===== src/xv_params.svh =====
`ifndef XV_PARAMS_SVH
`define XV_PARAMS_SVH

// word address width of each color bank
`define XV_COLOR_AWIDTH 8

// word address width of tile memory
`define XV_TILE_AWIDTH 10

// copper entry address, the half bit excluded
`define XV_COPPER_AWIDTH 8

// address bits 15:13 of each memory region
`define XV_REGION_COLOR 3'b100
`define XV_REGION_TILE 3'b101
`define XV_REGION_COPPER 3'b110

// color bank B lives at offset 0x100 of the color region,
// so the bank select is the bit just above the bank address.
// copper entries are split by address bit 0 into even and odd halves,
// even half first as the host sees it

`endif


===== src/xv_pkg.sv =====
`include "xv_params.svh"

package xv_pkg;

    typedef logic [15:0] xr_word_t;
    typedef logic [15:0] xr_addr_t;

    // where an XR address lands
    typedef enum logic [2:0] {
        REG_BUS,
        COLOR,
        TILE,
        COPPER,
        UNMAPPED
    } xr_region_e;

    function automatic xr_region_e xr_decode_region(input xr_addr_t addr);
        xr_region_e region;
        case (addr[15:13])
            `XV_REGION_COLOR: region = COLOR;
            `XV_REGION_TILE: region = TILE;
            `XV_REGION_COPPER: region = COPPER;
            3'b111: region = UNMAPPED;
            // bit 15 clear, external register file
            default: region = REG_BUS;
        endcase
        return region;
    endfunction

endpackage


===== src/xr_bus_if.sv =====
`timescale 1ns/1ps
`include "xv_params.svh"

// write path from the write arbiter to the memories
interface xr_wr_if import xv_pkg::*; ();
    logic     wr_color_a;
    logic     wr_color_b;
    logic     wr_tile;
    logic     wr_copp_even;
    logic     wr_copp_odd;
    xr_addr_t wr_addr;
    xr_word_t wr_data;
    logic     copp_grant;
    logic     host_wr_grant;
    // registered acks coming back
    logic     xr_ack;
    logic     copp_ack;

    modport arb (
        output wr_color_a, wr_color_b, wr_tile, wr_copp_even, wr_copp_odd,
        output wr_addr, wr_data, copp_grant, host_wr_grant,
        input  xr_ack, copp_ack
    );

    modport mem (
        input  wr_color_a, wr_color_b, wr_tile, wr_copp_even, wr_copp_odd,
        input  wr_addr, wr_data, copp_grant, host_wr_grant,
        output xr_ack, copp_ack
    );
endinterface



===== src/xr_write_arb.sv =====
`timescale 1ns/1ps
`include "xv_params.svh"

module xr_write_arb import xv_pkg::*; (
    input  logic     xr_sel_i,
    input  logic     xr_wr_i,
    input  xr_addr_t xr_addr_i,
    input  xr_word_t xr_data_i,
    input  logic     copp_xr_sel_i,
    input  xr_addr_t copp_xr_addr_i,
    input  xr_word_t copp_xr_data_i,
    output logic     xreg_wr_o,
    output xr_addr_t xreg_addr_o,
    output xr_word_t xreg_data_o,
    xr_wr_if.arb     wr
);

    logic       copp_pend;
    logic       host_pend;
    logic       any_grant;
    xr_addr_t   sel_addr;
    xr_word_t   sel_data;
    xr_region_e sel_region;

    // pending means select high and not yet acknowledged
    assign copp_pend = copp_xr_sel_i & ~wr.copp_ack;
    // host waits for any pending copper write
    assign host_pend = xr_sel_i & xr_wr_i & ~wr.xr_ack & ~copp_pend;

    assign wr.copp_grant    = copp_pend;
    assign wr.host_wr_grant = host_pend;
    assign any_grant        = copp_pend | host_pend;

    // copper owns the shared write path when it asks
    assign sel_addr   = copp_pend ? copp_xr_addr_i : xr_addr_i;
    assign sel_data   = copp_pend ? copp_xr_data_i : xr_data_i;
    assign sel_region = xr_decode_region(sel_addr);

    assign wr.wr_addr   = sel_addr;
    assign wr.wr_data   = sel_data;
    assign xreg_addr_o  = sel_addr;
    assign xreg_data_o  = sel_data;

    // one strobe per granted write
    always_comb begin
        wr.wr_color_a   = 1'b0;
        wr.wr_color_b   = 1'b0;
        wr.wr_tile      = 1'b0;
        wr.wr_copp_even = 1'b0;
        wr.wr_copp_odd  = 1'b0;
        xreg_wr_o       = 1'b0;
        if (any_grant) begin
            case (sel_region)
                REG_BUS: begin
                    xreg_wr_o = 1'b1;
                end
                COLOR: begin
                    wr.wr_color_a = ~sel_addr[`XV_COLOR_AWIDTH];
                    wr.wr_color_b = sel_addr[`XV_COLOR_AWIDTH];
                end
                TILE: begin
                    wr.wr_tile = 1'b1;
                end
                COPPER: begin
                    wr.wr_copp_even = ~sel_addr[0];
                    wr.wr_copp_odd  = sel_addr[0];
                end
                default: begin
                    // unmapped, only the ack happens
                    xreg_wr_o = 1'b0;
                end
            endcase
        end
    end

endmodule


===== src/flat_wrapper.sv =====
// flat-port wrapper written by rule: the top's interface ports become plain ports
module xr_write_arb_flat import xv_pkg::*;
  (xr_sel_i, xr_wr_i, xr_addr_i, xr_data_i, copp_xr_sel_i, copp_xr_addr_i, copp_xr_data_i, xreg_wr_o, xreg_addr_o, xreg_data_o, wr_wr_color_a, wr_wr_color_b, wr_wr_tile, wr_wr_copp_even, wr_wr_copp_odd, wr_wr_addr, wr_wr_data, wr_copp_grant, wr_host_wr_grant, wr_xr_ack, wr_copp_ack);
  xr_wr_if wr_i ();
  input  logic xr_sel_i;
  input  logic xr_wr_i;
  input  xr_addr_t xr_addr_i;
  input  xr_word_t xr_data_i;
  input  logic copp_xr_sel_i;
  input  xr_addr_t copp_xr_addr_i;
  input  xr_word_t copp_xr_data_i;
  output logic xreg_wr_o;
  output xr_addr_t xreg_addr_o;
  output xr_word_t xreg_data_o;
  output wire logic [$bits(wr_i.wr_color_a)-1:0] wr_wr_color_a;
  output wire logic [$bits(wr_i.wr_color_b)-1:0] wr_wr_color_b;
  output wire logic [$bits(wr_i.wr_tile)-1:0] wr_wr_tile;
  output wire logic [$bits(wr_i.wr_copp_even)-1:0] wr_wr_copp_even;
  output wire logic [$bits(wr_i.wr_copp_odd)-1:0] wr_wr_copp_odd;
  output wire logic [$bits(wr_i.wr_addr)-1:0] wr_wr_addr;
  output wire logic [$bits(wr_i.wr_data)-1:0] wr_wr_data;
  output wire logic [$bits(wr_i.copp_grant)-1:0] wr_copp_grant;
  output wire logic [$bits(wr_i.host_wr_grant)-1:0] wr_host_wr_grant;
  input wire logic [$bits(wr_i.xr_ack)-1:0] wr_xr_ack;
  input wire logic [$bits(wr_i.copp_ack)-1:0] wr_copp_ack;
  assign wr_wr_color_a = wr_i.wr_color_a;
  assign wr_wr_color_b = wr_i.wr_color_b;
  assign wr_wr_tile = wr_i.wr_tile;
  assign wr_wr_copp_even = wr_i.wr_copp_even;
  assign wr_wr_copp_odd = wr_i.wr_copp_odd;
  assign wr_wr_addr = wr_i.wr_addr;
  assign wr_wr_data = wr_i.wr_data;
  assign wr_copp_grant = wr_i.copp_grant;
  assign wr_host_wr_grant = wr_i.host_wr_grant;
  assign wr_i.xr_ack = wr_xr_ack;
  assign wr_i.copp_ack = wr_copp_ack;
  xr_write_arb u_core (.xr_sel_i(xr_sel_i), .xr_wr_i(xr_wr_i), .xr_addr_i(xr_addr_i), .xr_data_i(xr_data_i), .copp_xr_sel_i(copp_xr_sel_i), .copp_xr_addr_i(copp_xr_addr_i), .copp_xr_data_i(copp_xr_data_i), .xreg_wr_o(xreg_wr_o), .xreg_addr_o(xreg_addr_o), .xreg_data_o(xreg_data_o), .wr(wr_i));
endmodule

===== config.mk =====
export PLATFORM = sky130hd
export DESIGN_NAME = xr_write_arb_flat
export DESIGN_NICKNAME = d
export VERILOG_FILES = /design/src/xv_pkg.sv /design/src/xr_bus_if.sv /design/src/xr_write_arb.sv /design/src/flat_wrapper.sv
export VERILOG_INCLUDE_DIRS = /design/src
export SDC_FILE = /design/constraint.sdc
export NUM_CORES = 1
export LEC_CHECK = 0
export BUFFER_PORTS_ARGS = -buffer_cell sky130_fd_sc_hd__buf_2
export CORE_MARGIN = 3
export CORE_UTILIZATION = 31
export DETAILED_ROUTE_END_ITERATION = 6
export GPL_TIMING_DRIVEN = 1
export PLACE_DENSITY = 0.91
export SLEW_MARGIN = 20
export SYNTH_ARGS = -nofsm -noshare
export SYNTH_HDL_FRONTEND = slang
export SYNTH_SLANG_ARGS = --single-unit

===== constraint.sdc =====
create_clock -name vclk -period 2.14
set_input_delay 0.428 -clock vclk [all_inputs]
set_output_delay 0.428 -clock vclk [all_outputs]
set_load 0.01 [all_outputs]

==> impl_results.md <==
- Setup crit start: wr_copp_ack
- DRT Pass-1 Iters: 4
- Die Area: around 3200 sq um
- Initial DRC Count: 34
- Ys Warns: 0
- Layout area overhead: 60.1%
- Post-CTS Hold Buffers: 0
- Worst-margin pin slew: roughly 0.44 ns
- Inserted Diodes: 0
- Buf/Inv on CP: 4
- GRT Total Usage: 0.168
- Congestion Overflow GR: 0
- Worst hold stages: 4
- Io pins: ~140
- Post-CTS sizing: 0
- Slew Limit Headroom: 0.706
- Routed via count: 1218
- Final hold violation count: 0
- Worst hold path type: input port to output pin
- Die height: 56.8 microns
- Crit path top cell by count: buf_2
- DPL Wire Length: ~2700 microns
- Cell Area, Synth: 800 sq um
- Unrepaired setup endpoints after global routing: false
- WS Path Type: input port to output pin
- CP Max Fanout: 13
- Setup Buffers After CTS: 0
- Num rows: 17
- Fin crit period: between 1.5 and 2 ns
- Clock buffer count: 0
- Via-to-Cell Ratio: approximately 4.4
- Reg area: 0 sq um
- Leakage power: 0.913 nW
- GPL Wtd Cong: 0.732
- Setup TNS: 0 ns
- CP Depth: 7
- NumNets Final: between 300 and 400
- Most common cell after layout, fill and taps aside: buf_2
- Crit path cell chain: buf_2 -> nand2b_4 -> inv_6 -> mux2i_4 -> inv_2 -> nor3b_2 -> buf_2
- Worst IR Drop VDD: ~0.14 mV
- Pre-CTS WS: approximately 0.17 ns
- Final Cycle Share: 0.913
- Final setup vio count: 0
- Fmax: about 0.51 GHz
- ANT nets after route: 0
- Sequential share of the synthesized area: 0
- Core area: ~2300 sq um
- Post-Syn Instances: approximately 150
- Initial Util: 0.345
- Worst stage delay on the critical path: 0.24 ns
- Status: finished, final reports clean
- CP delay by family, top: buffers and inverters
- Critical path's slowest cell: mux2i_4
- Max Cap Violations: 0
- CP required: between 1.5 and 2 ns
- Buffers on Ports: ~140
- Vias in the first global route: 1151
- Max Slew Vio Count: 0
- Critical Path AT: about 1.5 ns
- Kind of end point of the critical path: output pin
- # DRC: 0
- DR WL/cell: 10.9 microns
- P per Cell Area: between 200 and 300 nW/um^2
- Mapped Avg Cell Area: 5.48 sq um
- Pin count of the biggest net entering global routing: 25
- Final setup margin: 0.186 ns
- HP Start: copp_xr_addr_i[11]
- Antenna violations before repair: 0
- Post-synth net total: approximately 220
- Startpoint Class: input port
- Most frequent cells in the layout: 141 x buf_2, 85 x nand2_1, 3 x buf_4
- Num sequential: 0
- Count of cell types in the netlist: 27
- First-pass GRT wire length: around 4600 microns
- Routed wire length: 3050 microns
- Layout cells sized above 1: 0.618
- Die Width: 56.8 microns
[final timing paths]
path,slack (ns),end
min,1.14,xreg_addr_o[11]
max,0.19,wr_wr_color_b
[power breakdown]
| part | total [mW] | switching [mW] | leakage [nW] | internal [mW] |
|---|---|---|---|---|
| Combinational | 0.321 | 0.172 | 0.913 | 0.149 |
| Clock | 0 | 0 | 0 | 0 |
| Sequential | 0 | 0 | 0 | 0 |
[cell families (layout without fill, tap and decap cells)]
logic type      count (synthesis)  in the layout  share of synthesized area
buf+inv                        42            147                      0.374
compound gates                  3              3                     0.0329
simple gates                   97             97                      0.520
mux                             4              4                     0.0735
[through the flow]
stage / hold WS, ns / instances / power, mW / utilization / area, sq um
after floorplan: 0.957 / 146 / 0.220 / - / 800
after global placement: 1.14 / 279 / 0.320 / 0.552 / 1280
after detailed placement: 1.14 / 279 / 0.324 / 0.552 / 1280
after CTS: 1.14 / 279 / 0.325 / 0.552 / 1280
after global routing: 1.16 / 279 / 0.355 / 0.552 / 1280
final: 1.14 / 279 / 0.321 / 0.552 / 1280
[per-layer routing]
layer | GRT usage | part of all wire | routed length, microns | up-vias
met2 | 0.361 | 0.52 | 1600 | 84
met1 | 0.169 | 0.34 | 1030 | 502
met5 | 0 | 0 | 0 | -
met3 | 0.0276 | 0.13 | 402 | 4
met4 | 0.0132 | 0.0075 | 23 | 0
li1 | - | - | - | 628
[synthesized netlist by cell type]
library cell / n / area share
a221oi_2: 1 / 0.019
nor2b_1: 1 / 0.0078
mux2i_1: 1 / 0.013
buf_2: 4 / 0.025
nand3_1: 1 / 0.0063
and3b_1: 1 / 0.011
nand2_2: 1 / 0.0078
inv_2: 1 / 0.0047
inv_6: 1 / 0.011
nand2b_4: 1 / 0.017
nand3b_1: 1 / 0.0094
mux2_4: 1 / 0.019
nor3b_2: 1 / 0.016
and4bb_2: 1 / 0.016
nor3_1: 2 / 0.013
nand2_1: 85 / 0.40
mux2_2: 1 / 0.014
inv_1: 1 / 0.0047
a31oi_1: 1 / 0.0078
buf_4: 32 / 0.30
a21oi_1: 1 / 0.0063
nor3_2: 1 / 0.013
clkbuf_4: 1 / 0.0094
clkbuf_1: 1 / 0.0047
buf_6: 1 / 0.014
mux2i_4: 1 / 0.028
nor2_1: 1 / 0.0047
[area by class of cell]
cell class,instances,area (sq um)
Fill cell,246,1040
Timing Repair Buffer,144,728
Multi-Input combinational cell,104,500
Tap cell,28,35.0
Inverter,3,16.3
No activity file was read; power rests on OpenSTA's default activity.
