$ cat src/xv_params.svh
`ifndef XV_PARAMS_SVH
`define XV_PARAMS_SVH

// word address width of each color bank
`define XV_COLOR_AWIDTH 8

// word address width of tile memory
`define XV_TILE_AWIDTH 10

// copper entry address, the half bit excluded
`define XV_COPPER_AWIDTH 8

// address bits 15:13 of each memory region
`define XV_REGION_COLOR 3'b100
`define XV_REGION_TILE 3'b101
`define XV_REGION_COPPER 3'b110

// color bank B lives at offset 0x100 of the color region,
// so the bank select is the bit just above the bank address.
// copper entries are split by address bit 0 into even and odd halves,
// even half first as the host sees it

`endif

$ cat src/xv_pkg.sv
`include "xv_params.svh"

package xv_pkg;

    typedef logic [15:0] xr_word_t;
    typedef logic [15:0] xr_addr_t;

    // where an XR address lands
    typedef enum logic [2:0] {
        REG_BUS,
        COLOR,
        TILE,
        COPPER,
        UNMAPPED
    } xr_region_e;

    function automatic xr_region_e xr_decode_region(input xr_addr_t addr);
        xr_region_e region;
        case (addr[15:13])
            `XV_REGION_COLOR: region = COLOR;
            `XV_REGION_TILE: region = TILE;
            `XV_REGION_COPPER: region = COPPER;
            3'b111: region = UNMAPPED;
            // bit 15 clear, external register file
            default: region = REG_BUS;
        endcase
        return region;
    endfunction

endpackage

$ cat src/xr_bus_if.sv
`timescale 1ns/1ps
`include "xv_params.svh"


// read ports of the three memories plus the host read routing
interface xr_rd_if import xv_pkg::*; ();
    logic                          color_rd_en;
    logic [`XV_COLOR_AWIDTH-1:0]   color_rd_addr;
    logic [`XV_COLOR_AWIDTH-1:0]   color_b_rd_addr;
    logic                          tile_rd_en;
    logic [`XV_TILE_AWIDTH-1:0]    tile_rd_addr;
    logic                          copp_rd_en;
    logic [`XV_COPPER_AWIDTH-1:0]  copp_rd_addr;
    logic                          host_rd_grant;
    xr_region_e                    host_rd_region;
    // bank B or odd copper half
    logic                          host_rd_sel_hi;
    logic                          xr_ack;
    logic                          copp_ack;

    modport arb (
        output color_rd_en, color_rd_addr, color_b_rd_addr,
        output tile_rd_en, tile_rd_addr, copp_rd_en, copp_rd_addr,
        output host_rd_grant, host_rd_region, host_rd_sel_hi,
        input  xr_ack, copp_ack
    );

    modport mem (
        input  color_rd_en, color_rd_addr, color_b_rd_addr,
        input  tile_rd_en, tile_rd_addr, copp_rd_en, copp_rd_addr,
        input  host_rd_grant, host_rd_region, host_rd_sel_hi,
        output xr_ack, copp_ack
    );
endinterface

$ cat src/xr_read_arb.sv
`timescale 1ns/1ps
`include "xv_params.svh"

module xr_read_arb import xv_pkg::*; (
    input  logic                          xr_sel_i,
    input  logic                          xr_wr_i,
    input  xr_addr_t                      xr_addr_i,
    input  logic                          copp_xr_sel_i,
    input  logic                          vgen_color_sel_i,
    input  logic [`XV_COLOR_AWIDTH-1:0]   vgen_color_a_addr_i,
    input  logic [`XV_COLOR_AWIDTH-1:0]   vgen_color_b_addr_i,
    input  logic                          vgen_tile_sel_i,
    input  logic [`XV_TILE_AWIDTH-1:0]    vgen_tile_addr_i,
    input  logic                          copp_prog_sel_i,
    input  logic [`XV_COPPER_AWIDTH-1:0]  copp_prog_addr_i,
    xr_rd_if.arb                          rd
);

    logic       copp_pend;
    logic       host_pend;
    logic       color_host;
    logic       tile_host;
    logic       copp_host;
    logic       no_mem_host;
    xr_region_e host_region;

    // a pending copper write holds off host reads
    assign copp_pend   = copp_xr_sel_i & ~rd.copp_ack;
    assign host_pend   = xr_sel_i & ~xr_wr_i & ~rd.xr_ack & ~copp_pend;
    assign host_region = xr_decode_region(xr_addr_i);

    // color banks, video first
    always_comb begin
        rd.color_rd_en   = vgen_color_sel_i;
        rd.color_rd_addr = vgen_color_a_addr_i;
        color_host       = 1'b0;
        if (!vgen_color_sel_i && host_pend && host_region == COLOR) begin
            color_host       = 1'b1;
            rd.color_rd_en   = 1'b1;
            rd.color_rd_addr = xr_addr_i[`XV_COLOR_AWIDTH-1:0];
        end
    end

    // bank B follows bank A in the combiner when the host reads
    assign rd.color_b_rd_addr = vgen_color_b_addr_i;

    // tile memory, video first
    always_comb begin
        rd.tile_rd_en   = vgen_tile_sel_i;
        rd.tile_rd_addr = vgen_tile_addr_i;
        tile_host       = 1'b0;
        if (!vgen_tile_sel_i && host_pend && host_region == TILE) begin
            tile_host       = 1'b1;
            rd.tile_rd_en   = 1'b1;
            rd.tile_rd_addr = xr_addr_i[`XV_TILE_AWIDTH-1:0];
        end
    end

    // copper memory, program fetch first
    always_comb begin
        rd.copp_rd_en   = copp_prog_sel_i;
        rd.copp_rd_addr = copp_prog_addr_i;
        copp_host       = 1'b0;
        if (!copp_prog_sel_i && host_pend && host_region == COPPER) begin
            copp_host       = 1'b1;
            rd.copp_rd_en   = 1'b1;
            rd.copp_rd_addr = xr_addr_i[`XV_COPPER_AWIDTH:1];
        end
    end

    // register bus and unmapped reads never wait on a RAM port
    assign no_mem_host = host_pend & (host_region == REG_BUS || host_region == UNMAPPED);

    assign rd.host_rd_grant  = color_host | tile_host | copp_host | no_mem_host;
    assign rd.host_rd_region = host_region;
    assign rd.host_rd_sel_hi = (host_region == COLOR) ? xr_addr_i[`XV_COLOR_AWIDTH]
                                                      : xr_addr_i[0];

endmodule

$ cat src/flat_wrapper.sv
// flat-port wrapper written by rule: the top's interface ports become plain ports
module xr_read_arb_flat import xv_pkg::*;
  (xr_sel_i, xr_wr_i, xr_addr_i, copp_xr_sel_i, vgen_color_sel_i, vgen_color_a_addr_i, vgen_color_b_addr_i, vgen_tile_sel_i, vgen_tile_addr_i, copp_prog_sel_i, copp_prog_addr_i, rd_color_rd_en, rd_color_rd_addr, rd_color_b_rd_addr, rd_tile_rd_en, rd_tile_rd_addr, rd_copp_rd_en, rd_copp_rd_addr, rd_host_rd_grant, rd_host_rd_region, rd_host_rd_sel_hi, rd_xr_ack, rd_copp_ack);
  xr_rd_if rd_i ();
  input  logic xr_sel_i;
  input  logic xr_wr_i;
  input  xr_addr_t xr_addr_i;
  input  logic copp_xr_sel_i;
  input  logic vgen_color_sel_i;
  input  logic [`XV_COLOR_AWIDTH-1:0] vgen_color_a_addr_i;
  input  logic [`XV_COLOR_AWIDTH-1:0] vgen_color_b_addr_i;
  input  logic vgen_tile_sel_i;
  input  logic [`XV_TILE_AWIDTH-1:0] vgen_tile_addr_i;
  input  logic copp_prog_sel_i;
  input  logic [`XV_COPPER_AWIDTH-1:0] copp_prog_addr_i;
  output wire logic [$bits(rd_i.color_rd_en)-1:0] rd_color_rd_en;
  output wire logic [$bits(rd_i.color_rd_addr)-1:0] rd_color_rd_addr;
  output wire logic [$bits(rd_i.color_b_rd_addr)-1:0] rd_color_b_rd_addr;
  output wire logic [$bits(rd_i.tile_rd_en)-1:0] rd_tile_rd_en;
  output wire logic [$bits(rd_i.tile_rd_addr)-1:0] rd_tile_rd_addr;
  output wire logic [$bits(rd_i.copp_rd_en)-1:0] rd_copp_rd_en;
  output wire logic [$bits(rd_i.copp_rd_addr)-1:0] rd_copp_rd_addr;
  output wire logic [$bits(rd_i.host_rd_grant)-1:0] rd_host_rd_grant;
  output wire logic [$bits(rd_i.host_rd_region)-1:0] rd_host_rd_region;
  output wire logic [$bits(rd_i.host_rd_sel_hi)-1:0] rd_host_rd_sel_hi;
  input wire logic [$bits(rd_i.xr_ack)-1:0] rd_xr_ack;
  input wire logic [$bits(rd_i.copp_ack)-1:0] rd_copp_ack;
  assign rd_color_rd_en = rd_i.color_rd_en;
  assign rd_color_rd_addr = rd_i.color_rd_addr;
  assign rd_color_b_rd_addr = rd_i.color_b_rd_addr;
  assign rd_tile_rd_en = rd_i.tile_rd_en;
  assign rd_tile_rd_addr = rd_i.tile_rd_addr;
  assign rd_copp_rd_en = rd_i.copp_rd_en;
  assign rd_copp_rd_addr = rd_i.copp_rd_addr;
  assign rd_host_rd_grant = rd_i.host_rd_grant;
  assign rd_host_rd_region = rd_i.host_rd_region;
  assign rd_host_rd_sel_hi = rd_i.host_rd_sel_hi;
  assign rd_i.xr_ack = rd_xr_ack;
  assign rd_i.copp_ack = rd_copp_ack;
  xr_read_arb u_core (.xr_sel_i(xr_sel_i), .xr_wr_i(xr_wr_i), .xr_addr_i(xr_addr_i), .copp_xr_sel_i(copp_xr_sel_i), .vgen_color_sel_i(vgen_color_sel_i), .vgen_color_a_addr_i(vgen_color_a_addr_i), .vgen_color_b_addr_i(vgen_color_b_addr_i), .vgen_tile_sel_i(vgen_tile_sel_i), .vgen_tile_addr_i(vgen_tile_addr_i), .copp_prog_sel_i(copp_prog_sel_i), .copp_prog_addr_i(copp_prog_addr_i), .rd(rd_i));
endmodule
$ cat config.mk
export PLATFORM = sky130hd
export DESIGN_NAME = xr_read_arb_flat
export DESIGN_NICKNAME = d
export VERILOG_FILES = /design/src/xv_pkg.sv /design/src/xr_bus_if.sv /design/src/xr_read_arb.sv /design/src/flat_wrapper.sv
export VERILOG_INCLUDE_DIRS = /design/src
export SDC_FILE = /design/constraint.sdc
export NUM_CORES = 1
export LEC_CHECK = 0
export BUFFER_PORTS_ARGS = -buffer_cell sky130_fd_sc_hd__buf_2
export CAP_MARGIN = 20
export CORE_ASPECT_RATIO = 0.9
export CORE_UTILIZATION = 32
export DETAILED_ROUTE_END_ITERATION = 10
export PLACE_DENSITY = 0.91
export SYNTH_ARGS = -nofsm -noshare
export SYNTH_HDL_FRONTEND = slang
export SYNTH_SLANG_ARGS = --single-unit
$ cat constraint.sdc
create_clock -name vclk -period 2.95
set_input_delay 0.4425 -clock vclk [all_inputs]
set_output_delay 0.4425 -clock vclk [all_outputs]
set_load 0.02 [all_outputs]
==> impl_results.md <==
- Via count: 723
- Initial DRC Count: 3
- Seq_cells: 0
- Post-synth top area share: 33.8%
- Commonest cells after routing, fill and taps aside: buf_2 (81), mux2_2 (18), mux2_4 (9)
- TNS Setup: 0 ps
- Crit path launch type: primary input
- Grt total ovfl: 0
- Slowest CP cell: or4b_4
- Slew HR: 67.6%
- Post-CTS setup buffers: 0
- Antenna Cells: 0
- Die Y: 43.1 µm
- Ranking of synthesized cells by area: mux2_2 (34%), mux2_4 (23%), buf_4 (10%)
- CP dominant cell by count: buf_2
- Starting Density: 35.0%
- Fin. Hold Viols: 0
- Syn Area/Cell: slightly above 10 µm²
- Arrival @ worst endpoint: 2100 ps
- Total of max-cap violations: 0
- DRC: 0
- Static leakage: between 0.5 and 0.6 nW
- Critical Path Fanout Max: 11
- Nets: 192
- Critical path, cell by cell: buf_2, or3b_4, or4b_4, mux2_4, buf_2
- Via-per-instance ratio: 4.63
- Launch point of the worst path: xr_wr_i
- Commonest non-fill, non-tap cell in the layout: buf_2
- WS Path Type: in -> out
- Crit path required time: roughly 2500 ps
- I/O Buffers: 81
- Share of cells above drive strength 1: 87.9%
- Die width: 47.7 µm
- RePlAce Congestion: roughly 0.66
- Largest net degree at the start of global routing: 12
- IO Count: 100
- Post_cts resized: 0
- WL/cell: 11.2 µm
- Final instance area: 980 µm²
- Clk_buf instances: 0
- Hold-fix buffers at CTS: 0
- RSZ-0062 raised after global routing: false
- Cell Area, Synth: 601 µm²
- Worst vdd ir: 0.0795 mV
- Hold_sp: vgen_color_b_addr_i[1]
- Worst Setup End Kind: output port
- Post-synthesis sequential area ratio: 0%
- Gr usage total: 14.9%
- Crit path time final: between 2000 and 3000 ps
- Num rows: 14
- Vias in the first global route: 615
- Core area: 1720 µm²
- Seq. cell area: 0 µm²
- Length of the first detailed-routing pass in iterations: 4
- WL final: 1.75 mm
- Worst Tran Pin Value: between 400 and 500 ps
- Distinct cells, synth: 23
- Fill count: 172
- Post-synthesis instance total: 59
- Yosys warning total: 0
- CP peak stage delay: 630 ps
- Synth area leader: mux2_2
- First-pass GRT wire length: 2.36 mm
- Max-slew violations: 0
- Synth Net Count: 117
- Synthesis-to-layout area growth: 63.1%
- Power per Cell Area: 137 nW/µm²
- Fin crit share: 86.3%
- Multi-input gate area: 522 µm²
- Final Util: 57.1%
- Status: finished, final reports clean
- FMAX: 0.393 GHz
- Final setup viols: 0
- ANT nets after route: 0
- Initial antenna violation count: 0
- Die Area: 2050 µm²
- HPWL Detailed: 1.53 mm
- Area post-placement: around 980 µm²
- Hold/Removal Path Class: in -> out
[critical path: cells and delay by family]
kind / cells / cell delay (ps)
and+or+nand+nor: 2 / 1060
buffers and inverters: 2 / 260
muxes: 1 / 340
[metal layers]
layer,global-route usage (%),part of all wire (%),up-vias
met4,0.556,0.34,0
met1,15.4,37,314
li1,-,-,359
met2,32.3,55,48
met3,0,8.2,2
met5,0,0,-
[per-stage QoR]
stage	power, W	worst slack (ps)	hold WS [ps]	std cells
after detailed placement	0.000135	395	885	156
after CTS	0.000135	393	885	156
after floorplan	0.0000912	645	998	59
after global placement	0.000132	402	885	156
after global routing	0.000144	369	885	156
final	0.000134	403	885	156
[worst paths after layout]
kind  cells past startpoint  slack (ps)                    end
min                       0         890  rd_color_b_rd_addr[1]
max                       5         400     rd_tile_rd_addr[3]
[power by group]
group          leakage [nW]  internal [W]  switching, W  total, W
clock                     0             0             0         0
combinational         0.556     0.0000659     0.0000684  0.000134
sequential                0             0             0         0
[cell usage after synthesis (2+ instances only)]
cell       n
nor2_1     2
clkbuf_1   2
nor2b_1    2
buf_4      8
nand3b_1   2
mux2_4     9
mux2_2    18
[cells by family after synthesis]
kind of cell / synth area share, %
compound gates: 4.79
xor+xnor: 1.46
buf+inv: 13.1
mux: 57.9
simple gates: 22.7
[area by class of cell]
type,count,area share [%]
well taps,24,3.07
repair buffers,84,43.7
multi-input cells,48,53.3
Note: power is estimated with default switching activity, not from simulation.
